===== src/design/sha512_params.svh =====
`ifndef SHA512_PARAMS_SVH
`define SHA512_PARAMS_SVH

// message and state word width
`define SHA512_WORD_W      64
// host read width of the digest
`define SHA512_OUT_W       32
// words per 1024-bit block
`define SHA512_BLK_WORDS   16
`define SHA512_ROUNDS      80
`define SHA512_RND_W       7
`define SHA512_ADDR_W      4
`define SHA512_DIG_WORDS   8
// input buffer is free once this round starts
`define SHA512_RELEASE_RND 16

`endif


===== src/design/sha512_pkg.sv =====
`default_nettype none

`include "sha512_params.svh"

package sha512_pkg;

	// block operation
	// bit 1 selects continue, bit 0 selects hold
	typedef enum logic [1:0] {
		OP_NEW_OUT   = 2'd0,
		OP_NEW_HOLD  = 2'd1,
		OP_CONT_OUT  = 2'd2,
		OP_CONT_HOLD = 2'd3
	} sha512_blk_op_e;

	// block control states
	typedef enum logic [1:0] {
		ST_IDLE   = 2'd0,
		ST_LOAD   = 2'd1,
		ST_ROUNDS = 2'd2,
		ST_ADD    = 2'd3
	} sha512_state_e;

	// ****************************************
	// constants
	// ****************************************

	// initial hash values H0..H7
	localparam logic [`SHA512_WORD_W-1:0] SHA512_IV [`SHA512_DIG_WORDS] = '{
		64'h6a09e667f3bcc908, 64'hbb67ae8584caa73b, 64'h3c6ef372fe94f82b, 64'ha54ff53a5f1d36f1,
		64'h510e527fade682d1, 64'h9b05688c2b3e6c1f, 64'h1f83d9abfb41bd6b, 64'h5be0cd19137e2179
	};

	// round constants, one per round
	localparam logic [`SHA512_WORD_W-1:0] SHA512_K [`SHA512_ROUNDS] = '{
		64'h428a2f98d728ae22, 64'h7137449123ef65cd, 64'hb5c0fbcfec4d3b2f, 64'he9b5dba58189dbbc,
		64'h3956c25bf348b538, 64'h59f111f1b605d019, 64'h923f82a4af194f9b, 64'hab1c5ed5da6d8118,
		64'hd807aa98a3030242, 64'h12835b0145706fbe, 64'h243185be4ee4b28c, 64'h550c7dc3d5ffb4e2,
		64'h72be5d74f27b896f, 64'h80deb1fe3b1696b1, 64'h9bdc06a725c71235, 64'hc19bf174cf692694,
		64'he49b69c19ef14ad2, 64'hefbe4786384f25e3, 64'h0fc19dc68b8cd5b5, 64'h240ca1cc77ac9c65,
		64'h2de92c6f592b0275, 64'h4a7484aa6ea6e483, 64'h5cb0a9dcbd41fbd4, 64'h76f988da831153b5,
		64'h983e5152ee66dfab, 64'ha831c66d2db43210, 64'hb00327c898fb213f, 64'hbf597fc7beef0ee4,
		64'hc6e00bf33da88fc2, 64'hd5a79147930aa725, 64'h06ca6351e003826f, 64'h142929670a0e6e70,
		64'h27b70a8546d22ffc, 64'h2e1b21385c26c926, 64'h4d2c6dfc5ac42aed, 64'h53380d139d95b3df,
		64'h650a73548baf63de, 64'h766a0abb3c77b2a8, 64'h81c2c92e47edaee6, 64'h92722c851482353b,
		64'ha2bfe8a14cf10364, 64'ha81a664bbc423001, 64'hc24b8b70d0f89791, 64'hc76c51a30654be30,
		64'hd192e819d6ef5218, 64'hd69906245565a910, 64'hf40e35855771202a, 64'h106aa07032bbd1b8,
		64'h19a4c116b8d2d0c8, 64'h1e376c085141ab53, 64'h2748774cdf8eeb99, 64'h34b0bcb5e19b48a8,
		64'h391c0cb3c5c95a63, 64'h4ed8aa4ae3418acb, 64'h5b9cca4f7763e373, 64'h682e6ff3d6b2b8a3,
		64'h748f82ee5defb2fc, 64'h78a5636f43172f60, 64'h84c87814a1f0ab72, 64'h8cc702081a6439ec,
		64'h90befffa23631e28, 64'ha4506cebde82bde9, 64'hbef9a3f7b2c67915, 64'hc67178f2e372532b,
		64'hca273eceea26619c, 64'hd186b8c721c0c207, 64'heada7dd6cde0eb1e, 64'hf57d4f7fee6ed178,
		64'h06f067aa72176fba, 64'h0a637dc5a2c898a6, 64'h113f9804bef90dae, 64'h1b710b35131c471b,
		64'h28db77f523047d84, 64'h32caab7b40c72493, 64'h3c9ebe0a15c9bebc, 64'h431d67c49c100d4c,
		64'h4cc5d4becb3e42b6, 64'h597f299cfc657e2a, 64'h5fcb6fab3ad6faec, 64'h6c44198c4a475817
	};

	// ****************************************
	// round functions
	// ****************************************

	// rotate right by n
	function automatic logic [`SHA512_WORD_W-1:0] rotr(
		input logic [`SHA512_WORD_W-1:0] x,
		input int unsigned n
	);
		return (x >> n) | (x << (`SHA512_WORD_W - n));
	endfunction

	// applied to a
	function automatic logic [`SHA512_WORD_W-1:0] big_sigma0(input logic [`SHA512_WORD_W-1:0] x);
		return rotr(x, 28) ^ rotr(x, 34) ^ rotr(x, 39);
	endfunction

	// applied to e
	function automatic logic [`SHA512_WORD_W-1:0] big_sigma1(input logic [`SHA512_WORD_W-1:0] x);
		return rotr(x, 14) ^ rotr(x, 18) ^ rotr(x, 41);
	endfunction

	// schedule, on W[t-15]
	function automatic logic [`SHA512_WORD_W-1:0] small_sigma0(
		input logic [`SHA512_WORD_W-1:0] x
	);
		return rotr(x, 1) ^ rotr(x, 8) ^ (x >> 7);
	endfunction

	// schedule, on W[t-2]
	function automatic logic [`SHA512_WORD_W-1:0] small_sigma1(
		input logic [`SHA512_WORD_W-1:0] x
	);
		return rotr(x, 19) ^ rotr(x, 61) ^ (x >> 6);
	endfunction

	function automatic logic [`SHA512_WORD_W-1:0] ch(
		input logic [`SHA512_WORD_W-1:0] x,
		input logic [`SHA512_WORD_W-1:0] y,
		input logic [`SHA512_WORD_W-1:0] z
	);
		return (x & y) ^ (~x & z);
	endfunction

	function automatic logic [`SHA512_WORD_W-1:0] maj(
		input logic [`SHA512_WORD_W-1:0] x,
		input logic [`SHA512_WORD_W-1:0] y,
		input logic [`SHA512_WORD_W-1:0] z
	);
		return (x & y) ^ (x & z) ^ (y & z);
	endfunction

endpackage

`default_nettype wire


===== src/design/sha512_if.sv =====
`default_nettype none

`include "sha512_params.svh"

// input buffer to control and schedule
interface sha512_in_if;
	// block submitted and not yet released
	logic pending;
	sha512_pkg::sha512_blk_op_e op;
	// async read port of the block store
	logic [`SHA512_WORD_W-1:0] word;
	logic [`SHA512_ADDR_W-1:0] rd_addr;
	// one cycle in the release round, frees the store
	logic buf_release;

	modport buf_mp (output pending, output op, output word, input rd_addr, input buf_release);
	modport ctrl_mp (input pending, input op, output rd_addr, output buf_release);
	modport sched_mp (input word);
endinterface

// control to schedule and round datapath
interface sha512_ctl_if;
	logic load;
	logic new_ctx;
	logic rnd_en;
	logic [`SHA512_RND_W-1:0] rnd;
	logic add;

	modport ctrl_mp (output load, output new_ctx, output rnd_en, output rnd, output add);
	modport sched_mp (input rnd_en, input rnd);
	modport round_mp (input load, input new_ctx, input rnd_en, input rnd, input add);
endinterface

`default_nettype wire


===== src/design/sha512_ctrl.sv =====
`default_nettype none

`include "sha512_params.svh"

module sha512_ctrl (
	input wire CLK,
	input wire arst_n,
	sha512_in_if.ctrl_mp in_bus,
	sha512_ctl_if.ctrl_mp ctl,
	input wire out_busy,
	output logic dig_wr
);

	sha512_pkg::sha512_state_e state;
	logic [`SHA512_RND_W-1:0] rnd;
	// opcode decoded when the block is taken
	logic new_ctx_r;
	logic out_en;
	logic add_go;

	// add stage only waits if this block writes a busy output buffer
	assign add_go = (state == sha512_pkg::ST_ADD) && !(out_en && out_busy);

	always_ff @(posedge CLK or negedge arst_n) begin
		if (!arst_n) begin
			state <= sha512_pkg::ST_IDLE;
			rnd <= '0;
			new_ctx_r <= 1'b0;
			out_en <= 1'b0;
		end else begin
			case (state)
			sha512_pkg::ST_IDLE: if (in_bus.pending) begin
				state <= sha512_pkg::ST_LOAD;
				new_ctx_r <= in_bus.op inside {sha512_pkg::OP_NEW_OUT, sha512_pkg::OP_NEW_HOLD};
				out_en <= in_bus.op inside {sha512_pkg::OP_NEW_OUT, sha512_pkg::OP_CONT_OUT};
			end
			sha512_pkg::ST_LOAD:
				state <= sha512_pkg::ST_ROUNDS;
			sha512_pkg::ST_ROUNDS: begin
				// counter wraps on the last round, ready for the next block
				if (rnd == `SHA512_ROUNDS - 1) begin
					rnd <= '0;
					state <= sha512_pkg::ST_ADD;
				end else begin
					rnd <= rnd + 1'b1;
				end
			end
			sha512_pkg::ST_ADD: if (add_go)
				state <= sha512_pkg::ST_IDLE;
			default:
				state <= sha512_pkg::ST_IDLE;
			endcase
		end
	end

	assign ctl.load = (state == sha512_pkg::ST_LOAD);
	assign ctl.new_ctx = new_ctx_r;
	assign ctl.rnd_en = (state == sha512_pkg::ST_ROUNDS);
	assign ctl.rnd = rnd;
	assign ctl.add = add_go;
	assign dig_wr = add_go && out_en;

	// rounds 0..15 read the block straight from the store
	assign in_bus.rd_addr = rnd[`SHA512_ADDR_W-1:0];
	assign in_bus.buf_release = ctl.rnd_en && (rnd == `SHA512_RELEASE_RND);

	a_rnd_in_range: assert property (@(posedge CLK) disable iff (!arst_n)
		state == sha512_pkg::ST_ROUNDS |-> rnd <= `SHA512_ROUNDS - 1);

	// load is followed by exactly 80 round cycles, then the add stage
	a_rounds_then_add: assert property (@(posedge CLK) disable iff (!arst_n)
		ctl.load |=> ctl.rnd_en [*`SHA512_ROUNDS] ##1 (state == sha512_pkg::ST_ADD));

endmodule

`default_nettype wire


===== src/flat_wrapper.sv =====
// flat-port wrapper written by rule: the top's interface ports become plain ports
module sha512_ctrl_flat 
  (CLK, arst_n, out_busy, dig_wr, in_bus_pending, in_bus_op, in_bus_rd_addr, in_bus_buf_release, ctl_load, ctl_new_ctx, ctl_rnd_en, ctl_rnd, ctl_add);
  sha512_in_if in_bus_i ();
  sha512_ctl_if ctl_i ();
  input wire CLK;
  input wire arst_n;
  input wire out_busy;
  output logic dig_wr;
  input wire logic [$bits(in_bus_i.pending)-1:0] in_bus_pending;
  input wire logic [$bits(in_bus_i.op)-1:0] in_bus_op;
  output wire logic [$bits(in_bus_i.rd_addr)-1:0] in_bus_rd_addr;
  output wire logic [$bits(in_bus_i.buf_release)-1:0] in_bus_buf_release;
  output wire logic [$bits(ctl_i.load)-1:0] ctl_load;
  output wire logic [$bits(ctl_i.new_ctx)-1:0] ctl_new_ctx;
  output wire logic [$bits(ctl_i.rnd_en)-1:0] ctl_rnd_en;
  output wire logic [$bits(ctl_i.rnd)-1:0] ctl_rnd;
  output wire logic [$bits(ctl_i.add)-1:0] ctl_add;
  assign in_bus_i.pending = in_bus_pending;
  assign in_bus_i.op = in_bus_op;
  assign in_bus_rd_addr = in_bus_i.rd_addr;
  assign in_bus_buf_release = in_bus_i.buf_release;
  assign ctl_load = ctl_i.load;
  assign ctl_new_ctx = ctl_i.new_ctx;
  assign ctl_rnd_en = ctl_i.rnd_en;
  assign ctl_rnd = ctl_i.rnd;
  assign ctl_add = ctl_i.add;
  sha512_ctrl u_core (.CLK(CLK), .arst_n(arst_n), .in_bus(in_bus_i), .ctl(ctl_i), .out_busy(out_busy), .dig_wr(dig_wr));
endmodule

===== config.mk =====
export PLATFORM = sky130hd
export DESIGN_NAME = sha512_ctrl_flat
export DESIGN_NICKNAME = d
export VERILOG_FILES = /design/src/design/sha512_pkg.sv /design/src/design/sha512_if.sv /design/src/design/sha512_ctrl.sv /design/src/flat_wrapper.sv
export VERILOG_INCLUDE_DIRS = /design/src /design/src/design
export SDC_FILE = /design/constraint.sdc
export NUM_CORES = 1
export LEC_CHECK = 0
export ABC_AREA = 1
export BUFFER_PORTS_ARGS = -buffer_cell sky130_fd_sc_hd__buf_2
export CAP_MARGIN = 20
export CORE_MARGIN = 1.5
export CORE_UTILIZATION = 50
export CTS_CLUSTER_SIZE = 10
export DETAILED_ROUTE_END_ITERATION = 8
export PLACE_DENSITY = 0.85
export SYNTH_ARGS = -nofsm -noshare
export SYNTH_HDL_FRONTEND = slang
export SYNTH_SLANG_ARGS = --single-unit

===== constraint.sdc =====
create_clock -name CLK -period 1.94 [get_ports CLK]
set_input_delay 0.388 -clock CLK [delete_from_list [all_inputs] [get_ports CLK]]
set_output_delay 0.388 -clock CLK [all_outputs]
set_load 0.01 [all_outputs]

==> flow_summary.json, run 1 <==
{
  "syn_avg_cell_area_um2": 8.30,
  "critPathCaptureType": "primary output",
  "powerDensity_nw_per_um2": 1450,
  "min_path_cells": 2,
  "netlist_area_um2": 706,
  "critPathKind": "reg -> out",
  "synthCells": 85,
  "synth_top_area_share_pct": 39.0,
  "h-tree-depth": 1,
  "die_w_um": 40.6,
  "ant_nets": 0,
  "grt-ovfl-total": 0,
  "wirelength_um": 1270,
  "netlist-cell-type-count": 20,
  "vdd_drop_max_mv": 0.746,
  "die_h_um": 40.6,
  "clk_latency_ns": 0.27,
  "cp.depth": 5,
  "arrival_ns": 1.40,
  "cts_resized": 0,
  "fmax_ghz": 0.560,
  "worst_pin_slew_ns": 0.270,
  "portBuffers": 22,
  "hpwl_um": 990,
  "ys_seq_area_share_pct": 39.0,
  "finalSetupViolations": 0,
  "worstRegToRegCells": 8,
  "synth_area_leaders": "dfrtp_1 39%, ha_1 12%, nand2_1 9.0%",
  "start_util_pct": 54.2,
  "cts_sinks": 11,
  "clockBufferDepth": 2,
  "hold_violations": 0,
  "initialDrtViolationCount": 8,
  "ys_ff_latch": 11,
  "nets": 122,
  "start_kind": "flip-flop",
  "hold_start": "in_bus_op[0]",
  "die_area_um2": 1650,
  "p_leak_nw": 0.487,
  "hp-class": "in -> reg",
  "cts-root-buf": "clkbuf_4",
  "outcome": "finished clean",
  "firstDrtPassIters": 4,
  "core_um2": 1300,
  "maxCapViolCount": 0,
  "slew_viol_final": 0,
  "tritoncts": "done",
  "path_delay_family": "flip-flops",
  "grt_usage_pct": 19.2,
  "critPathBufInv": 2,
  "remaining_drc_errors": 0,
  "cts.clk_slew.worst_paths_ns": 0.07,
  "design_area_um2": 841,
  "post_dp_cell_area_um2": 805,
  "crit_start": "u_core.state[0]$_DFFE_PN0P_",
  "relSlewSlack_pct": 81.8,
  "grt_first_pass_wirelength_um": 1900,
  "ios": 23,
  "crit_slowest_cell": "dfrtp_1",
  "gp_congestion": 0.827,
  "fin_crit_ns": 1.79,
  "drive_above_1_share_pct": 27.8,
  "grt_pass1_vias": 453,
  "diodes": 0,
  "mostFrequentLayoutCells": "22 x buf_2, 17 x nand2_1, 13 x inv_1",
  "cts_made_buffers": 3,
  "cp_cell_sequence": "inv_1, ha_1, nand4_1, nor4_1, buf_2",
  "yosys.area.top_type": "dfrtp_1",
  "p_total_mw": 1.22,
  "worst-path-max-fanout": 4,
  "synthesis.nets": 98,
  "fin_tns_setup_ns": 0,
  "worstPathRequired_ns": 1.55,
  "area_delta_synth_final_pct": 19.1,
  "period_share_pct": 92.0,
  "vias": 610,
  "vias_per_cell": 4.96,
  "avgRoutedWirePerCell_um": 10.4,
  "final_common_cell": "buf_2",
  "rsz0062_at_grt": "false",
  "fin_worst_skew_ns": 0.00706,
  "slowest_delay_ns": 0.41,
  "fill_cells": 111,
  "rows": 13,
  "worst_r2r_startpoint": "u_core.state[0]$_DFFE_PN0P_",
  "grt_max_degree": 12,
  "yosys_warnings": 0,
  "grt_antenna_before_repair": 0
}
[kinds of logic (layout without fill, tap and decap cells)]
group	Yosys count	in the layout	synth area share, %
DFF	11	11	39.0
muxes	1	1	1.42
and+or+nand+nor	38	38	24.1
xor gates and xnor gates	2	2	2.48
adders and majority gates	7	7	12.4
buffers and inverters	18	41	12.2
AOI/OAI and AO/OA	8	8	8.33
[sequential cells by signal, summed over array words and instances, names as in the netlist]
name / cells
u_core.ctl.new_ctx: 1
u_core.ctl.rnd: 7
u_core.out_en: 1
u_core.state: 2
[stage by stage]
step	worst slack, ns	instances	hold WS [ns]	util [%]
after floorplan	0.236	85	0.0924	-
after global placement	0.448	118	0.266	61.8
after detailed placement	0.434	118	0.270	61.8
after CTS	0.132	123	0.302	64.6
after global routing	0.0451	123	0.321	64.6
final	0.155	123	0.308	64.6
[what timing repair did]
| item | in CTS | in global routing |
|---|---|---|
| setup buffers | 0 | 0 |
| hold buffers | 1 | 0 |
| hold endpoints to repair | 11 | 0 |
[worst paths after layout]
path / slack [ns] / endpoint
setup / recovery: 0.15 / in_bus_buf_release
hold / removal: 0.31 / u_core.out_en$_DFFE_PN0P_
setup reg to reg: 0.50 / u_core.state[0]$_DFFE_PN0P_
hold reg to reg: 0.53 / u_core.ctl.new_ctx$_DFFE_PN0P_
max in group asynchronous: 1.21 / u_core.ctl.rnd[4]$_DFFE_PN0P_
min in group asynchronous: 0.51 / u_core.ctl.rnd[3]$_DFFE_PN0P_
[cell usage after synthesis (all sizes together)]
| master | number |
|---|---|
| a21boi | 1 |
| a21o | 1 |
| buf | 5 |
| dfrtp | 11 |
| ha | 7 |
| inv | 13 |
| mux2i | 1 |
| nand2 | 17 |
| nand3 | 7 |
| nand4 | 2 |
| nor2 | 9 |
| nor3 | 1 |
| nor4 | 1 |
| o21ai | 5 |
| o21bai | 1 |
| or2 | 1 |
| xnor2 | 1 |
| xor2 | 1 |
[power by group]
part / switching, mW / leakage, nW / internal [mW] / total [mW]
Combinational: 0.354 / 0.332 / 0.273 / 0.627
Sequential: 0.118 / 0.139 / 0.326 / 0.444
Clock: 0.0723 / 0.0150 / 0.0795 / 0.152
[routing by layer]
metal / wire length [µm] / track usage (%)
met5: 0 / 0
met4: 13 / 7.50
met1: 567 / 23.5
met3: 89 / 11.7
met2: 604 / 27.0
[area by class of cell]
| class | instances | area (µm²) | share of cell area [%] |
|---|---|---|---|
| flip-flops and latches | 11 | 275 | 32.7 |
| inverters | 13 | 48.8 | 5.80 |
| well taps | 15 | 18.8 | 2.23 |
| repair buffers | 24 | 128 | 15.2 |
| clock buffers | 4 | 26.3 | 3.13 |
| multi-input cells | 56 | 344 | 40.9 |
Note: power is estimated with default switching activity, not from simulation.
==> run 2: changes to the inputs <==
==> constraint.sdc (replaced) <==
create_clock -name CLK -period 2.29 [get_ports CLK]
set_input_delay 0.458 -clock CLK [delete_from_list [all_inputs] [get_ports CLK]]
set_output_delay 0.458 -clock CLK [all_outputs]
set_load 0.01 [all_outputs]
==> flow_summary.json, run 2 (synthesized netlist as in run 1, its figures left out) <==
{
  "outcome": "finished clean",
  "relSlewSlack_pct": 78.5,
  "rsz0062_at_grt": "false",
  "tritoncts": "done",
  "largestRegisters": "u_core.ctl.rnd: 7 flops, u_core.state: 2 flops",
  "worst-path-max-fanout": 11,
  "firstDrtPassIters": 4,
  "swShare_pct": 45.0,
  "grt-ovfl-total": 0,
  "path_delay_family": "flip-flops",
  "cts_sinks": 11,
  "clk_latency_ns": 0.28,
  "cts.clk_slew.worst_paths_ns": 0.08,
  "drive_above_1_share_pct": 27.4,
  "crit_start": "u_core.state[0]$_DFFE_PN0P_",
  "area_delta_synth_final_pct": 16.7,
  "cts_resized": 0,
  "arrival_ns": 1.69,
  "worstPathRequired_ns": 1.83,
  "ant_nets": 0,
  "largest_register_ffs": 7,
  "period_share_pct": 93.7,
  "initialDrtViolationCount": 18,
  "critPathKind": "reg -> out",
  "internal_power_uw": 565,
  "h-tree-depth": 1,
  "mostFrequentLayoutCells": "22 x buf_2, 17 x nand2_1, 13 x inv_1",
  "clockPowerShare_pct": 13.8,
  "holdWs_ns": 0.0271,
  "core_um2": 1300,
  "hpwl_um": 952,
  "grt_antenna_before_repair": 0,
  "post_dp_cell_area_um2": 797,
  "fin_crit_ns": 2.15,
  "grt_usage_pct": 17.6,
  "ios": 23,
  "worst_r2r_startpoint": "u_core.state[0]$_DFFE_PN0P_",
  "fin_cells": 121,
  "worst_pin_slew_ns": 0.323,
  "portBuffers": 22,
  "fmax_ghz": 0.466,
  "fin_tns_setup_ns": 0,
  "remaining_drc_errors": 0,
  "critPathCaptureType": "primary output",
  "grt_max_degree": 12,
  "netSwitchingPower_uw": 462,
  "nets": 120,
  "p_leak_nw": 0.477,
  "post-cts-setup-buffers": 0,
  "finalSetupViolations": 0,
  "slowest_delay_ns": 0.41,
  "crit_slowest_cell": "dfrtp_1",
  "cts_made_buffers": 3,
  "critPathBufInv": 2,
  "post-route-util_pct": 63.3,
  "seqPwrFrac_pct": 36.1,
  "cts-root-buf": "clkbuf_4",
  "vias_per_cell": 4.68,
  "gp_congestion": 0.844,
  "rows": 13,
  "start_util_pct": 54.2,
  "fin_worst_skew_ns": 0.00424,
  "final_common_cell": "buf_2",
  "wirelength_um": 1240,
  "maxCapViolCount": 0,
  "diodes": 0,
  "clockBufferDepth": 2,
  "grt_first_pass_wirelength_um": 1830,
  "vias": 566,
  "largest-register": "u_core.ctl.rnd",
  "start_kind": "flip-flop",
  "hp-class": "in -> async",
  "cp_cell_sequence": "inv_1, ha_1, nand4_1, nor4_1, buf_2",
  "grt_pass1_vias": 445,
  "vdd_drop_max_mv": 0.500,
  "design_area_um2": 823,
  "die_w_um": 40.6,
  "ctsHoldBuffers": 0,
  "powerDensity_nw_per_um2": 1250,
  "dp.cells": 117,
  "avgRoutedWirePerCell_um": 10.2,
  "die_h_um": 40.6,
  "slew_viol_final": 0,
  "comb_power_share_pct": 50.1,
  "hold_violations": 0,
  "die_area_um2": 1650
}
[run 2: cell count changes in the layout (fill, tap and decap cells not counted)]
cell,change
buf_4,-1
dlygate4sd3_1,-1
[run 2: metal layers]
layer	track usage (%)	vias to the layer above	share of wire, %
met5	0	-	0
met4	7.50	0	1.8
met2	26.6	12	42
li1	-	307	-
met3	6.67	2	5.3
met1	22.1	245	51
[run 2: power by group through the flow]
stage,registers [mW],clock network (mW),logic (mW)
2_1_floorplan,0.390,0,0.383
6_report,0.371,0.142,0.515
4_1_cts,0.373,0.142,0.520
5_1_grt,0.389,0.150,0.605
3_5_place_dp,0.377,0,0.517
3_3_place_gp,0.371,0,0.505
[run 2: worst paths after layout]
check	to	slack, ns	cells after the start
min	u_core.ctl.rnd[3]$_DFFE_PN0P_	0.03	1
max in group asynchronous	u_core.out_en$_DFFE_PN0P_	2.06	1
min reg2reg	u_core.ctl.new_ctx$_DFFE_PN0P_	0.49	2
max	in_bus_buf_release	0.14	5
max reg2reg	u_core.ctl.rnd[6]$_DFFE_PN0P_	0.78	5
min in group CLK	u_core.out_en$_DFFE_PN0P_	0.36	2
[run 2: final cells by class]
cell class	count	area, µm²
repair buffers	22	110
fillers	106	478
multi-input cells	56	344
inverters	13	48.8
well taps	15	18.8
flip-flops and latches	11	275
clock buffers	4	26.3
[run 2: worst register-to-register path, cell delays in order, from the launching register on]
cell     delay, ns
dfrtp_1       0.41
inv_1         0.12
ha_1          0.36
inv_1         0.14
nor3_1        0.29
nor2_1        0.09
[run 2: per-stage QoR]
stage | worst slack, ns | power (mW)
2_1_floorplan | 0.516 | 0.773
3_3_place_gp | 0.543 | 0.876
3_5_place_dp | 0.506 | 0.894
4_1_cts | 0.190 | 1.03
5_1_grt | 0.0662 | 1.14
6_report | 0.144 | 1.03
